$ cat config.mk
export PLATFORM = sky130hd
export DESIGN_NAME = memstage_top
export DESIGN_NICKNAME = d
export VERILOG_FILES = /design/src/design/memstage_pkg.sv /design/src/design/mem_req_if.sv /design/src/design/bus_cmd_if.sv /design/src/design/reset_stretcher.sv /design/src/design/mem_op_decoder.sv /design/src/design/access_router.sv /design/src/design/store_lane_aligner.sv /design/src/design/memstage_top.sv
export SDC_FILE = /design/constraint.sdc
export NUM_CORES = 1
export LEC_CHECK = 0
export BUFFER_PORTS_ARGS = -buffer_cell sky130_fd_sc_hd__buf_2
export CAP_MARGIN = 10
export CELL_PAD_IN_SITES_DETAIL_PLACEMENT = 1
export CELL_PAD_IN_SITES_GLOBAL_PLACEMENT = 1
export CORE_AREA = 2 2 121 123
export DETAILED_ROUTE_END_ITERATION = 8
export DIE_AREA = 0 0 123 125
export PLACE_DENSITY_LB_ADDON = 0.1
export SLEW_MARGIN = 5
export SYNTH_ARGS = -nofsm -noshare
export SYNTH_HDL_FRONTEND = slang
export SYNTH_SLANG_ARGS = --single-unit
$ cat constraint.sdc
create_clock -name Clk -period 2 [get_ports Clk]
set_input_delay 0.5 -clock Clk [delete_from_list [all_inputs] [get_ports Clk]]
set_output_delay 0.5 -clock Clk [all_outputs]
set_load 0.02 [all_outputs]
$ cat src/design/memstage_pkg.sv
`default_nettype none

package memstage_pkg;

    // ========================================================================
    // Basic data types.
    // ========================================================================
    typedef logic [31:0] word_t;
    typedef logic [3:0]  byteen_t;
    typedef logic [4:0]  cache_code_t;

    // Unsigned loads share the signed opcodes.
    typedef enum logic [3:0] {
        OP_LB    = 4'd0,
        OP_LH    = 4'd1,
        OP_LW    = 4'd2,
        OP_LL    = 4'd3,
        OP_SB    = 4'd4,
        OP_SH    = 4'd5,
        OP_SW    = 4'd6,
        OP_SC    = 4'd7,
        OP_CACHE = 4'd8
    } mem_op_e;

    typedef enum logic [2:0] {
        SIZE_BYTE = 3'd0,
        SIZE_HALF = 3'd1,
        SIZE_WORD = 3'd2
    } size_e;

    typedef enum logic [1:0] {
        CACHE_NONE             = 2'd0,
        CACHE_INDEX_INVALIDATE = 2'd1,
        CACHE_STORE_TAG        = 2'd2,
        CACHE_HIT_WRITEBACK    = 2'd3
    } cache_op_e;

    // ========================================================================
    // Decode constants.
    // ========================================================================
    // Operation select in cache code bits [4:2].
    localparam logic [2:0] CACHE_SEL_INDEX_INVALIDATE = 3'b000;
    localparam logic [2:0] CACHE_SEL_STORE_TAG        = 3'b010;

    // Target select in cache code bits [1:0].
    localparam logic [1:0] CACHE_TARGET_ICACHE = 2'b00;
    localparam logic [1:0] CACHE_TARGET_DCACHE = 2'b01;

    localparam byteen_t BYTEEN_NONE      = 4'b0000;
    localparam byteen_t BYTEEN_LANE0     = 4'b0001;
    localparam byteen_t BYTEEN_LOW_HALF  = 4'b0011;
    localparam byteen_t BYTEEN_HIGH_HALF = 4'b1100;
    localparam byteen_t BYTEEN_ALL       = 4'b1111;

    localparam word_t WORD_ZERO = 32'h0000_0000;

endpackage

`default_nettype wire

$ cat src/design/mem_req_if.sv
`timescale 1ns/1ps
`default_nettype none

// Decoded request from the decoder to the router.
interface mem_req_if;

    logic                     valid;
    memstage_pkg::mem_op_e     op;
    memstage_pkg::word_t       addr;
    memstage_pkg::word_t       wdata;
    memstage_pkg::byteen_t     byteen;
    memstage_pkg::size_e       size;
    logic                     uncached;
    logic                     misaligned;
    memstage_pkg::cache_code_t cache_code;

    modport src (
        output valid, op, addr, wdata, byteen, size, uncached, misaligned, cache_code
    );

    modport dst (
        input valid, op, addr, wdata, byteen, size, uncached, misaligned, cache_code
    );

endinterface

`default_nettype wire

$ cat src/design/bus_cmd_if.sv
`timescale 1ns/1ps
`default_nettype none

// Routed command from the router to the store aligner.
interface bus_cmd_if;

    logic                   cached_rd;
    logic                   cached_wr;
    logic                   uncached_rd;
    logic                   uncached_wr;
    memstage_pkg::cache_op_e icache_op;
    memstage_pkg::cache_op_e dcache_op;
    memstage_pkg::word_t     addr;
    memstage_pkg::byteen_t   byteen;
    memstage_pkg::size_e     size;
    memstage_pkg::word_t     wdata;
    logic                   addr_error;

    modport src (
        output cached_rd, cached_wr, uncached_rd, uncached_wr,
        output icache_op, dcache_op, addr, byteen, size, wdata, addr_error
    );

    modport dst (
        input cached_rd, cached_wr, uncached_rd, uncached_wr,
        input icache_op, dcache_op, addr, byteen, size, wdata, addr_error
    );

endinterface

`default_nettype wire

$ cat src/design/reset_stretcher.sv
`timescale 1ns/1ps
`default_nettype none

module reset_stretcher #(
    parameter int RESET_COUNT_WIDTH = 7
) (
    input  logic i_clk,
    input  logic i_myreset,
    output logic o_int_reset,
    output logic o_ready
);

    logic [RESET_COUNT_WIDTH-1:0] count;
    logic                         ready;

    // Counts only between reset release and saturation.
    always_ff @(posedge i_clk) begin
        if (i_myreset) begin
            count <= '0;
            ready <= 1'b0;
        end else if (!ready) begin
            count <= count + 1'b1;
            if (&count) begin
                ready <= 1'b1;
            end
        end
    end

    assign o_int_reset = i_myreset | ~ready;
    assign o_ready     = ready;

endmodule

`default_nettype wire

$ cat src/design/mem_op_decoder.sv
`timescale 1ns/1ps
`default_nettype none

module mem_op_decoder (
    input  logic                      Clk,
    input  logic                      i_int_reset,
    input  logic                      i_valid,
    input  memstage_pkg::mem_op_e     i_op,
    input  memstage_pkg::word_t       i_addr,
    input  memstage_pkg::word_t       i_wdata,
    input  logic                      i_uncached,
    input  logic                      i_except,
    input  memstage_pkg::cache_code_t i_cache_code,
    mem_req_if.src                    req
);

    logic                  accept;
    memstage_pkg::size_e   size_d;
    memstage_pkg::byteen_t byteen_d;
    logic                  misaligned_d;

    // Pending exception kills the request here.
    assign accept = i_valid & ~i_except;

    // ========================================================================
    // Size, lane and alignment decode.
    // ========================================================================
    always_comb begin
        size_d       = memstage_pkg::SIZE_WORD;
        byteen_d     = memstage_pkg::BYTEEN_ALL;
        misaligned_d = 1'b0;
        case (i_op)
            memstage_pkg::OP_LB, memstage_pkg::OP_SB: begin
                size_d   = memstage_pkg::SIZE_BYTE;
                byteen_d = memstage_pkg::BYTEEN_LANE0 << i_addr[1:0];
            end
            memstage_pkg::OP_LH, memstage_pkg::OP_SH: begin
                size_d       = memstage_pkg::SIZE_HALF;
                byteen_d     = i_addr[1] ? memstage_pkg::BYTEEN_HIGH_HALF
                                         : memstage_pkg::BYTEEN_LOW_HALF;
                misaligned_d = i_addr[0];
            end
            memstage_pkg::OP_CACHE: begin
                byteen_d = memstage_pkg::BYTEEN_NONE;
            end
            default: begin
                misaligned_d = |i_addr[1:0];
            end
        endcase
        // No lanes for a faulting access.
        if (misaligned_d) begin
            byteen_d = memstage_pkg::BYTEEN_NONE;
        end
    end

    always_ff @(posedge Clk) begin
        if (i_int_reset) begin
            req.valid <= 1'b0;
        end else begin
            req.valid <= accept;
        end
    end

    always_ff @(posedge Clk) begin
        req.op         <= i_op;
        req.addr       <= i_addr;
        req.wdata      <= i_wdata;
        req.byteen     <= byteen_d;
        req.size       <= size_d;
        req.uncached   <= i_uncached;
        req.misaligned <= misaligned_d;
        req.cache_code <= i_cache_code;
    end

    // A valid CACHE request never carries lanes.
    a_cache_no_byteen: assert property (
        @(posedge Clk) disable iff (i_int_reset)
        (req.valid && req.op == memstage_pkg::OP_CACHE)
            |-> (req.byteen == memstage_pkg::BYTEEN_NONE)
    ) else $error("CACHE request carries byte enables");

endmodule

`default_nettype wire

$ cat src/design/access_router.sv
`timescale 1ns/1ps
`default_nettype none

module access_router (
    input  logic   Clk,
    input  logic   i_int_reset,
    mem_req_if.dst req,
    bus_cmd_if.src cmd
);

    logic                    is_load;
    logic                    is_store;
    logic                    is_cache;
    logic                    take;
    logic [2:0]              cache_sel;
    logic [1:0]              cache_target;
    memstage_pkg::cache_op_e cache_cmd;

    assign take         = req.valid & ~req.misaligned;
    assign cache_sel    = req.cache_code[4:2];
    assign cache_target = req.cache_code[1:0];

    always_comb begin
        is_load  = 1'b0;
        is_store = 1'b0;
        is_cache = 1'b0;
        case (req.op)
            memstage_pkg::OP_LB, memstage_pkg::OP_LH,
            memstage_pkg::OP_LW, memstage_pkg::OP_LL: is_load = 1'b1;
            memstage_pkg::OP_SB, memstage_pkg::OP_SH,
            memstage_pkg::OP_SW, memstage_pkg::OP_SC: is_store = 1'b1;
            memstage_pkg::OP_CACHE: is_cache = 1'b1;
            default: is_cache = 1'b0;
        endcase
    end

    // Anything not index invalidate or store tag is a hit writeback.
    always_comb begin
        if (cache_sel == memstage_pkg::CACHE_SEL_INDEX_INVALIDATE) begin
            cache_cmd = memstage_pkg::CACHE_INDEX_INVALIDATE;
        end else if (cache_sel == memstage_pkg::CACHE_SEL_STORE_TAG) begin
            cache_cmd = memstage_pkg::CACHE_STORE_TAG;
        end else begin
            cache_cmd = memstage_pkg::CACHE_HIT_WRITEBACK;
        end
    end

    always_ff @(posedge Clk) begin
        if (i_int_reset) begin
            cmd.cached_rd   <= 1'b0;
            cmd.cached_wr   <= 1'b0;
            cmd.uncached_rd <= 1'b0;
            cmd.uncached_wr <= 1'b0;
            cmd.icache_op   <= memstage_pkg::CACHE_NONE;
            cmd.dcache_op   <= memstage_pkg::CACHE_NONE;
            cmd.addr_error  <= 1'b0;
        end else begin
            cmd.cached_rd   <= take & is_load & ~req.uncached;
            cmd.cached_wr   <= take & is_store & ~req.uncached;
            cmd.uncached_rd <= take & is_load & req.uncached;
            cmd.uncached_wr <= take & is_store & req.uncached;
            cmd.icache_op   <= (take && is_cache &&
                                cache_target == memstage_pkg::CACHE_TARGET_ICACHE)
                               ? cache_cmd : memstage_pkg::CACHE_NONE;
            cmd.dcache_op   <= (take && is_cache &&
                                cache_target == memstage_pkg::CACHE_TARGET_DCACHE)
                               ? cache_cmd : memstage_pkg::CACHE_NONE;
            cmd.addr_error  <= req.valid & req.misaligned;
        end
    end

    always_ff @(posedge Clk) begin
        cmd.addr   <= req.addr;
        cmd.byteen <= req.byteen;
        cmd.size   <= req.size;
        cmd.wdata  <= req.wdata;
    end

    a_one_port: assert property (
        @(posedge Clk) disable iff (i_int_reset)
        $onehot0({cmd.cached_rd, cmd.cached_wr, cmd.uncached_rd, cmd.uncached_wr})
    ) else $error("more than one access strobe active");

endmodule

`default_nettype wire

$ cat src/design/store_lane_aligner.sv
`timescale 1ns/1ps
`default_nettype none

module store_lane_aligner (
    input  logic                    Clk,
    input  logic                    i_int_reset,
    bus_cmd_if.dst                  cmd,
    output logic                    o_dcache_read,
    output logic                    o_dcache_write,
    output logic                    o_dsram_read,
    output logic                    o_dsram_write,
    output memstage_pkg::cache_op_e o_icache_op,
    output memstage_pkg::cache_op_e o_dcache_op,
    output memstage_pkg::word_t     o_addr,
    output memstage_pkg::byteen_t   o_byteen,
    output memstage_pkg::size_e     o_size,
    output memstage_pkg::word_t     o_wdata,
    output logic                    o_addr_error
);

    logic                write;
    memstage_pkg::word_t wdata_lanes;

    assign write = cmd.cached_wr | cmd.uncached_wr;

    // Replicate narrow stores so every enabled lane sees the data.
    always_comb begin
        case (cmd.size)
            memstage_pkg::SIZE_BYTE: wdata_lanes = {4{cmd.wdata[7:0]}};
            memstage_pkg::SIZE_HALF: wdata_lanes = {2{cmd.wdata[15:0]}};
            default:                 wdata_lanes = cmd.wdata;
        endcase
        if (!write) begin
            wdata_lanes = memstage_pkg::WORD_ZERO;
        end
    end

    always_ff @(posedge Clk) begin
        if (i_int_reset) begin
            o_dcache_read  <= 1'b0;
            o_dcache_write <= 1'b0;
            o_dsram_read   <= 1'b0;
            o_dsram_write  <= 1'b0;
            o_icache_op    <= memstage_pkg::CACHE_NONE;
            o_dcache_op    <= memstage_pkg::CACHE_NONE;
            o_addr_error   <= 1'b0;
        end else begin
            o_dcache_read  <= cmd.cached_rd;
            o_dcache_write <= cmd.cached_wr;
            o_dsram_read   <= cmd.uncached_rd;
            o_dsram_write  <= cmd.uncached_wr;
            o_icache_op    <= cmd.icache_op;
            o_dcache_op    <= cmd.dcache_op;
            o_addr_error   <= cmd.addr_error;
        end
    end

    always_ff @(posedge Clk) begin
        o_addr   <= cmd.addr;
        o_byteen <= cmd.byteen;
        o_size   <= cmd.size;
        o_wdata  <= wdata_lanes;
    end

endmodule

`default_nettype wire

$ cat src/design/memstage_top.sv
`timescale 1ns/1ps
`default_nettype none

module memstage_top #(
    parameter int RESET_COUNT_WIDTH = 7
) (
    input  logic                      Clk,
    input  logic                      Myreset,
    input  logic                      i_valid,
    input  memstage_pkg::mem_op_e     i_op,
    input  memstage_pkg::word_t       i_addr,
    input  memstage_pkg::word_t       i_wdata,
    input  logic                      i_uncached,
    input  logic                      i_except,
    input  memstage_pkg::cache_code_t i_cache_code,
    output logic                      o_ready,
    output logic                      o_dcache_read,
    output logic                      o_dcache_write,
    output logic                      o_dsram_read,
    output logic                      o_dsram_write,
    output memstage_pkg::cache_op_e   o_icache_op,
    output memstage_pkg::cache_op_e   o_dcache_op,
    output memstage_pkg::word_t       o_addr,
    output memstage_pkg::byteen_t     o_byteen,
    output memstage_pkg::size_e       o_size,
    output memstage_pkg::word_t       o_wdata,
    output logic                      o_addr_error
);

    logic int_reset;

    mem_req_if req_if ();
    bus_cmd_if cmd_if ();

    reset_stretcher #(
        .RESET_COUNT_WIDTH(RESET_COUNT_WIDTH)
    ) u_reset_stretcher (
        .i_clk       (Clk),
        .i_myreset   (Myreset),
        .o_int_reset (int_reset),
        .o_ready     (o_ready)
    );

    // ========================================================================
    // Decode, route and align stages.
    // ========================================================================
    mem_op_decoder u_mem_op_decoder (
        .Clk          (Clk),
        .i_int_reset  (int_reset),
        .i_valid      (i_valid),
        .i_op         (i_op),
        .i_addr       (i_addr),
        .i_wdata      (i_wdata),
        .i_uncached   (i_uncached),
        .i_except     (i_except),
        .i_cache_code (i_cache_code),
        .req          (req_if.src)
    );

    access_router u_access_router (
        .Clk         (Clk),
        .i_int_reset (int_reset),
        .req         (req_if.dst),
        .cmd         (cmd_if.src)
    );

    store_lane_aligner u_store_lane_aligner (
        .Clk            (Clk),
        .i_int_reset    (int_reset),
        .cmd            (cmd_if.dst),
        .o_dcache_read  (o_dcache_read),
        .o_dcache_write (o_dcache_write),
        .o_dsram_read   (o_dsram_read),
        .o_dsram_write  (o_dsram_write),
        .o_icache_op    (o_icache_op),
        .o_dcache_op    (o_dcache_op),
        .o_addr         (o_addr),
        .o_byteen       (o_byteen),
        .o_size         (o_size),
        .o_wdata        (o_wdata),
        .o_addr_error   (o_addr_error)
    );

endmodule

`default_nettype wire

Yosys cells after proc, flatten, opt, wreduce, memory -nomap -nowiden
Cells that the tools add are included.

operators by class
  add/sub/neg operators = 1
  multiply operators = 0
  div/mod/pow operators = 0
  $lt $le $gt $ge = 0
  equality and inequality tests = 15
  shift-type cells = 1
  multiplexer cells = 12
  bitwise logic cells = 17
  reduce and logical (&&, ||, !) cells = 17

operators by type and width
  operator             number
  $pmux 32 s2          1
  $eq 4x3->1 const B   6
  $pmux 4 s3           1
  $reduce_or 2->1      5
  $and 1x1->1          9
  $eq 4x1->1 const B   2
  $eq 4x2->1 const B   2
  $eq 4x4->1 const B   2
  $logic_not 4->1      2
  $reduce_or 4->1      2
  $add 7x1->7 const B  1
  $reduce_and 7->1     1
  $logic_not 3->1      2
  $mux 1               6
  $not 1->1            6
  $eq 2x1->1 const B   2
  $mux 4               1
  $pmux 2 s2           1
  $shl 1x2->4 const A  1
  $eq 3x2->1 const B   1
  $logic_and 1x1->1    3
  $reduce_or 3->1      1
  $logic_not 2->1      1
  $mux 2               1
  2 further kinds      3

storage, ports and cells
  register bits after elaboration = 248
  latch bits = 0
  bits in writable memories = 0
  ROM bits = 0
  output and inout port bits = 81
  logic and storage cells = 96
  memories kept = 0

Depth between registers and ports, before layout
Gate-level depths: netlist (run 1).

  word-level depth = 6
  depth in mapped cells = 5
  depth with buffers taken out = 4

Hierarchy
From an unflattened synthesis (run 1), not the netlist that was laid out.

unflattened totals
  cell total of the unflattened synthesis = 421
  area total of the unflattened synthesis = 6227.2 um^2

by module, submodules not included
  module              times used  cells an instance  area an instance (um^2)  seq. area each (um^2)
  store_lane_aligner  1           182                2341.0                   1601.5
  mem_op_decoder      1           108                1813.0                   1641.6
  access_router       1           95                 1710.4                   1601.5
  reset_stretcher     1           36                 362.8                    160.2

Worst setup path after synthesis (run 1)
Ideal clock, no wire load.

  path kind = input to register
  start point = in Myreset
  end point = reg u_access_router.cmd.icache_op[1]
  arrival time = 1.244 ns
  setup slack = 0.678 ns
  cell stages on the path = 4
  path buffers = 1
  cells stage by stage = buf_6 nand2b_1 or3_1 nor3_1

between the ends
  cells in the longest elaborated chain, start to end = 2

RTL lines
  element                    line                   RTL
  start, declared            memstage_top.sv:8      input logic Myreset,
  $or 1x1->1                 reset_stretcher.sv:29  assign o_int_reset = i_myreset | ~ready;
  $reduce_or 2->1 (no line)  n/a
  end signal, assigned       access_router.sv:54    cmd.icache_op <= memstage_pkg::CACHE_NONE;
  end signal, assigned       access_router.sv:62    cmd.icache_op <= (take && is_cache &&
  end, declared              bus_cmd_if.sv:21       output icache_op, dcache_op, addr, byteen, size, wdata, addr_error

No other way between the ends.
A chain may end at the register's enable or synchronous reset.

Final worst setup path (run 1)
  start point = reg u_reset_stretcher.ready, in the netlist u_reset_stretcher.o_ready
  end point = out o_ready

RTL lines
  element                 line                   RTL
  start, declared         reset_stretcher.sv:14  logic ready;
  start signal, assigned  reset_stretcher.sv:20  ready <= 1'b0;
  start signal, assigned  reset_stretcher.sv:24  ready <= 1'b1;
  end, declared           memstage_top.sv:16     output logic o_ready,

No word-level cell between the ends.

==> results of run 1 <==
-- worst min path at each step --
stage / from / endpoint / cells after the start
after floorplan: u_mem_op_decoder.req.addr[0] / u_access_router.cmd.addr[0] / 0
after global placement: u_access_router.cmd.addr[0] / u_store_lane_aligner.o_addr[0] / 0
after detailed placement: u_mem_op_decoder.req.wdata[27] / u_access_router.cmd.wdata[27] / 0
after CTS: i_addr[2] / u_mem_op_decoder.req.addr[2] / 1
after global routing: i_wdata[13] / u_mem_op_decoder.req.wdata[13] / 1
final: i_wdata[13] / u_mem_op_decoder.req.wdata[13] / 1
-- power groups by stage --
stage / clock, W / combinational, W / sequential [W]
after floorplan: 0 / 0.000101 / 0.00536
after global placement: 0 / 0.000279 / 0.00533
after detailed placement: 0 / 0.000288 / 0.00534
after CTS: 0.00485 / 0.000292 / 0.00523
after global routing: 0.00506 / 0.000313 / 0.00525
final: 0.00471 / 0.000286 / 0.00523
-- through the flow --
stage / hold slack, ps / area [sq um] / total power (W) / worst slack [ps]
2_1_floorplan: 310 / 6030 / 0.00546 / 678
3_3_place_gp: 310 / 7020 / 0.00561 / 550
3_5_place_dp: 313 / 7020 / 0.00563 / 525
4_1_cts: 67.8 / 7880 / 0.0104 / 253
5_1_grt: 65.4 / 7880 / 0.0106 / 212
6_report: 90.9 / 7880 / 0.0102 / 273
-- cell families after synthesis --
| logic type | after synthesis | synth area share (%) |
|---|---|---|
| compound gates | 30 | 2.80 |
| xor+xnor | 4 | 0.581 |
| simple gates | 90 | 8.28 |
| mux | 25 | 4.32 |
| other cells | 1 | 0.0622 |
| flops | 248 | 82.3 |
| buf+inv | 18 | 1.43 |
| fa+ha+maj | 1 | 0.207 |
-- registers in the layout, summed over array words and instances, names as in the netlist, 4 cells and up --
register	count
u_store_lane_aligner.o_addr	32
u_mem_op_decoder.req.op	4
u_mem_op_decoder.req.addr	32
u_mem_op_decoder.req.byteen	4
u_store_lane_aligner.o_wdata	32
u_access_router.cmd.wdata	32
u_reset_stretcher.count	7
u_store_lane_aligner.o_byteen	4
u_mem_op_decoder.req.cache_code	5
u_mem_op_decoder.req.wdata	32
u_access_router.cmd.byteen	4
u_access_router.cmd.addr	32
-- area by class of cell --
type | instances | area (sq um)
antenna | 1 | 2.50
fill | 1470 | 6320
multi-input combinational | 151 | 982
inverter | 3 | 11.3
sequential | 248 | 4960
clock buffer | 37 | 731
timing repair buffer | 161 | 828
clock inverter | 8 | 130
tap | 184 | 230
-- per-layer routing --
layer	up-vias	track usage [%]	wire [um]	share of wire (%)
met5	-	0	20	0.17
met4	2	6.15	377	3.3
met3	32	4.38	850	7.4
met2	108	28.6	6100	53
met1	1609	15.4	4220	36
li1	1697	-	-	-
-- layout by cell type (no fill, tap or decap), drive strengths merged, types with 2 or more instances in the layout --
| cell type | count |
|---|---|
| dfxtp | 248 |
| buf | 161 |
| clkbuf | 37 |
| nor2 | 26 |
| mux2i | 17 |
| nand2 | 13 |
| a21oi | 12 |
| o21ai | 12 |
| and2 | 11 |
| nor2b | 11 |
| mux2 | 8 |
| nor3 | 8 |
| inv | 4 |
| nand2b | 4 |
| clkinv | 4 |
| or3 | 3 |
| xor2 | 3 |
| bufinv | 3 |
| nor3b | 2 |
| nand4b | 2 |
| and3 | 2 |
==> impl_metrics.env, run 1 <==
export IMPL_run_status="completed"
export IMPL_core_sq_um=14200
export IMPL_grt_setup_unrepaired="false"
export IMPL_max_freq_ghz=0.579
export IMPL_critPathCaptureType="output port"
export IMPL_worst_pin_slew_ps=611
export IMPL_initial_core_util_pct=42.5
export IMPL_floorplan_die_area_sq_um=15400
export IMPL_power_density_nw_per_um2=1300
export IMPL_timing_rr_start="u_access_router.cmd.size[1]"
export IMPL_die_width_um=123
export IMPL_wire_length_of_the_first_global_routing_pass_um=18200
export IMPL_slew_limit_headroom_pct=59.2
export IMPL_synth_top_cells_by_area="dfxtp_1, mux2i_1, nor2_1"
export IMPL_reg2reg_to="u_store_lane_aligner.o_wdata[22]"
export IMPL_antenna_found_initial=2
export IMPL_cts_htree_levels=1
export IMPL_combPwrFrac_pct=2.8
export IMPL_setup_viol=0
export IMPL_detailed_routing_iterations_pass_1=4
export IMPL_crit_required_ps=1500
export IMPL_timing_critical_path_fanout_max=9
export IMPL_final_antenna_net_count=0
export IMPL_syn_instance_count=417
export IMPL_gpl_final_weighted_congestion=0.740
export IMPL_slew_violations=0
export IMPL_ys_seq_area_share_pct=82.3
export IMPL_crit_chain="buf_2"
export IMPL_place_hpwl_um=7900
export IMPL_finalHoldViolCount=0
export IMPL_synth_cells_most_frequent="dfxtp_1, nor2_1, mux2i_1, nand2_1"
export IMPL_final_setup_tns_ps=0
export IMPL_psw_w=0.00202
export IMPL_max_clock_path_buffers=3
export IMPL_routed_wirelength_um=11600
export IMPL_ir_worst_vdd_mv=1.11
export IMPL_cp_start_kind="flip-flop"
export IMPL_clk_latency_ps=510
export IMPL_cts_hold_fix_buffers=0
export IMPL_synth_distinct_cells=42
export IMPL_via_count=3448
export IMPL_cpLargestDelayFamily="flip-flops"
export IMPL_synth_ff_latch_count=248
export IMPL_synth_ff_type="dfxtp_1"
export IMPL_cp_arrival_ps=1230
export IMPL_die_h_um=125
export IMPL_cts_root_buf="clkbuf_16"
export IMPL_fp_row_count=44
export IMPL_final_period_utilization_pct=86.4
export IMPL_setup_reg_to_reg_worst_slack_ps=650
export IMPL_synth_async_reset_ratio_pct=0
export IMPL_path_buf_inv=1
export IMPL_area_overhead_vs_synth_pct=30.7
export IMPL_tritoncts="built"
export IMPL_final_core_utilization_pct=55.5
export IMPL_power_clock_fraction_pct=46.1
export IMPL_cts_buffers_inserted=25
export IMPL_timing_critical_path_to="o_ready"
export IMPL_finalClockSkew_ps=12.8
export IMPL_pwr_share_seq_pct=51.1
export IMPL_first_iteration_detailed_routing_drc_count=118
export IMPL_drt_drc_violations_left=0
export IMPL_cpPeakStageDelay_ps=500
export IMPL_final_layout_size_suffix_gt1_share_pct=35.4
export IMPL_mappedNetlistNets=496
export IMPL_place_inst=747
export IMPL_worstSetupStartpoint="u_reset_stretcher.o_ready"
export IMPL_via_count_of_the_first_global_routing_pass=3775
export IMPL_ctsResizeCount=0
export IMPL_dominant_cell_by_count_in_the_synthesized_netlist="dfxtp_1"
export IMPL_drt_vias_per_instance=4.35
export IMPL_fin_nets=669
export IMPL_cts_repair_timing_setup_buffer_count=0
export IMPL_switching_share_pct=19.7
export IMPL_num_io_pins=159
export IMPL_final_instance_count_excl_fill=793
export IMPL_post_synth_instance_area_sq_um=6030
export IMPL_maxCapViolations=0
export IMPL_number_of_warnings_reported_in_the_yosys_synthesis_log=0
export IMPL_wl_per_cell_um=14.6
export IMPL_layout_min_cycle_time_ps=1730
export IMPL_clk_pin_slew_worst_paths_ps=60
export IMPL_io_buffer_count=157
export IMPL_globalRouteOverflowTotal=0
export IMPL_number_of_flops_mapped_to_enable_cells_by_yosys=0
export IMPL_yosysTopAreaCell="dfxtp_1"
export IMPL_critical_path_slowest_cell="dfxtp_1"
export IMPL_post_synth_top_area_fraction_pct=82.3
export IMPL_path_category_of_the_worst_min_delay_check="in2reg"
export IMPL_timing_reg2reg_worst_path_depth=3
export IMPL_synthesis_area_per_instance_sq_um=14.5
export IMPL_timing_critical_path_depth=1
export IMPL_cellInternalPower_w=0.00821
export IMPL_grt_max_degree=33
export IMPL_kind_of_critical_path="reg2out"
export IMPL_gr_usage_all_layers_pct=15.2
export IMPL_static_leakage_power_nw=3.64
export IMPL_cts_sinks=248
(Power assumes the default switching activity.)
==> inputs of run 2 (changes only) <==
--- a/config.mk
+++ b/config.mk
@@ -7,7 +7,7 @@
 export LEC_CHECK = 0
 export BUFFER_PORTS_ARGS = -buffer_cell sky130_fd_sc_hd__buf_2
 export CAP_MARGIN = 10
-export CELL_PAD_IN_SITES_DETAIL_PLACEMENT = 1
+export CELL_PAD_IN_SITES_DETAIL_PLACEMENT = 0
 export CELL_PAD_IN_SITES_GLOBAL_PLACEMENT = 1
 export CORE_AREA = 2 2 121 123
 export DETAILED_ROUTE_END_ITERATION = 8
==> run 2 against run 1 <==
Cell count shrank 0.38%. Critical endpoint unchanged. Critical path depth unchanged. Global-route usage fell by 2.1 points.
==> impl_metrics.env, run 2 (synthesized netlist as in run 1, its figures left out) <==
export IMPL_run_status="completed"
export IMPL_wl_per_cell_um=12.9
export IMPL_timing_rr_start="u_reset_stretcher.count[0]"
export IMPL_crit_chain="buf_2"
export IMPL_reg2reg_to="u_reset_stretcher.count[6]"
export IMPL_timing_critical_path_depth=1
export IMPL_timing_reg2reg_worst_path_depth=4
export IMPL_final_setup_tns_ps=0
export IMPL_grt_max_degree=33
export IMPL_static_leakage_power_nw=3.67
export IMPL_drt_vias_per_instance=4.19
export IMPL_via_count_of_the_first_global_routing_pass=3395
export IMPL_antenna_cells=0
export IMPL_fillCellCount=1215
export IMPL_timing_critical_path_fanout_max=9
export IMPL_timing_critical_path_to="o_ready"
export IMPL_die_h_um=125
export IMPL_antenna_found_initial=0
export IMPL_clk_pin_slew_worst_paths_ps=60
export IMPL_final_period_utilization_pct=85.7
export IMPL_fp_row_count=44
export IMPL_globalRouteOverflowTotal=0
export IMPL_gr_usage_all_layers_pct=13.1
export IMPL_grt_setup_unrepaired="false"
export IMPL_cp_start_kind="flip-flop"
export IMPL_wire_length_of_the_first_global_routing_pass_um=15900
export IMPL_setup_viol=0
export IMPL_io_buffer_count=157
export IMPL_tritoncts="built"
export IMPL_cts_htree_levels=1
export IMPL_final_layout_size_suffix_gt1_share_pct=35.8
export IMPL_critPathCaptureType="output port"
export IMPL_critical_path_slowest_cell="dfxtp_1"
export IMPL_drt_drc_violations_left=0
export IMPL_place_hpwl_um=6910
export IMPL_worst_pin_slew_ps=585
export IMPL_clk_latency_ps=510
export IMPL_cts_repair_timing_setup_buffer_count=0
export IMPL_floorplan_die_area_sq_um=15400
export IMPL_place_inst=747
export IMPL_maxCapViolations=0
export IMPL_cpPeakStageDelay_ps=490
export IMPL_core_sq_um=14200
export IMPL_fin_nets=669
export IMPL_most_common_layout_cells="dfxtp_1, buf_2, clkbuf_16, nor2_1, mux2i_1"
export IMPL_final_instance_count_excl_fill=790
export IMPL_cp_arrival_ps=1210
export IMPL_cts_hold_fix_buffers=0
export IMPL_slew_violations=0
export IMPL_ir_worst_vdd_mv=0.680
export IMPL_via_count=3313
export IMPL_path_buf_inv=1
export IMPL_path_category_of_the_worst_min_delay_check="in2reg"
export IMPL_layout_min_cycle_time_ps=1710
export IMPL_slew_limit_headroom_pct=60.9
export IMPL_cts_sinks=248
export IMPL_max_freq_ghz=0.583
export IMPL_gpl_final_weighted_congestion=0.740
export IMPL_setup_reg_to_reg_worst_slack_ps=690
export IMPL_detailed_routing_iterations_pass_1=4
export IMPL_post_layout_total_power_w=0.0107
export IMPL_finalClockSkew_ps=13.7
export IMPL_final_cell_area_sq_um=7960
export IMPL_initial_core_util_pct=42.5
export IMPL_max_clock_path_buffers=3
export IMPL_routed_wirelength_um=10200
export IMPL_finalHoldViolCount=0
export IMPL_die_width_um=123
export IMPL_place_area_sq_um=7020
export IMPL_final_antenna_net_count=0
export IMPL_cpLargestDelayFamily="flip-flops"
export IMPL_cts_buffers_inserted=25
export IMPL_kind_of_critical_path="reg2out"
export IMPL_ctsResizeCount=0
export IMPL_worstSetupStartpoint="u_reset_stretcher.o_ready"
export IMPL_crit_required_ps=1500
export IMPL_power_density_nw_per_um2=1340
export IMPL_num_io_pins=159
export IMPL_area_overhead_vs_synth_pct=32.0
export IMPL_cts_root_buf="clkbuf_16"
export IMPL_layout_commonest_cell="dfxtp_1"
export IMPL_first_iteration_detailed_routing_drc_count=104
run 2: layout make-up:
cell class	count	area [sq um]	area share, %
Clock buffer	32	702	8.82
Multi-Input combinational cell	151	982	12.3
Inverter	3	11.3	0.142
Sequential cell	248	4960	62.4
Timing Repair Buffer	161	828	10.4
Tap cell	184	230	2.89
Clock inverter	11	239	3.00
run 2: power by group:
part | internal [W] | total (W) | switching, W
combinational | 0.000136 | 0.000281 | 0.000145
sequential | 0.00515 | 0.00522 | 0.0000689
clock | 0.00337 | 0.00517 | 0.00179
run 2: stage by stage:
stage	utilization (%)	hold slack [ps]	worst slack, ps
floorplan	-	310	678
global placement	49.4	310	550
detailed placement	49.4	312	529
CTS	56.0	72.3	256
global route	56.0	73.5	226
finish	56.0	90.2	286
run 2: metal layers:
metal	GRT usage [%]	vias to the layer above	wire length, um	share of wire (%)
li1	-	1701	-	-
met1	14.8	1490	4220	41
met2	22.9	99	5000	49
met3	3.88	23	647	6.3
met4	5.75	0	346	3.4
met5	0	-	0	0
run 2: how the worst min path moves through the flow:
stage	endpoint	from	cells past startpoint
CTS	u_mem_op_decoder.req.cache_code[4]	i_cache_code[4]	1
floorplan	u_access_router.cmd.addr[0]	u_mem_op_decoder.req.addr[0]	0
global route	u_mem_op_decoder.req.cache_code[3]	i_cache_code[3]	1
finish	u_mem_op_decoder.req.cache_code[4]	i_cache_code[4]	1
global placement	u_store_lane_aligner.o_addr[0]	u_access_router.cmd.addr[0]	0
detailed placement	u_access_router.cmd.addr[0]	u_mem_op_decoder.req.addr[0]	0
run 2: worst register-to-register path, stage by stage (launching register included):
cell	delay [ps]
dfxtp_1	410
ha_1	230
nand2b_1	110
or3_1	360
a21oi_1	150
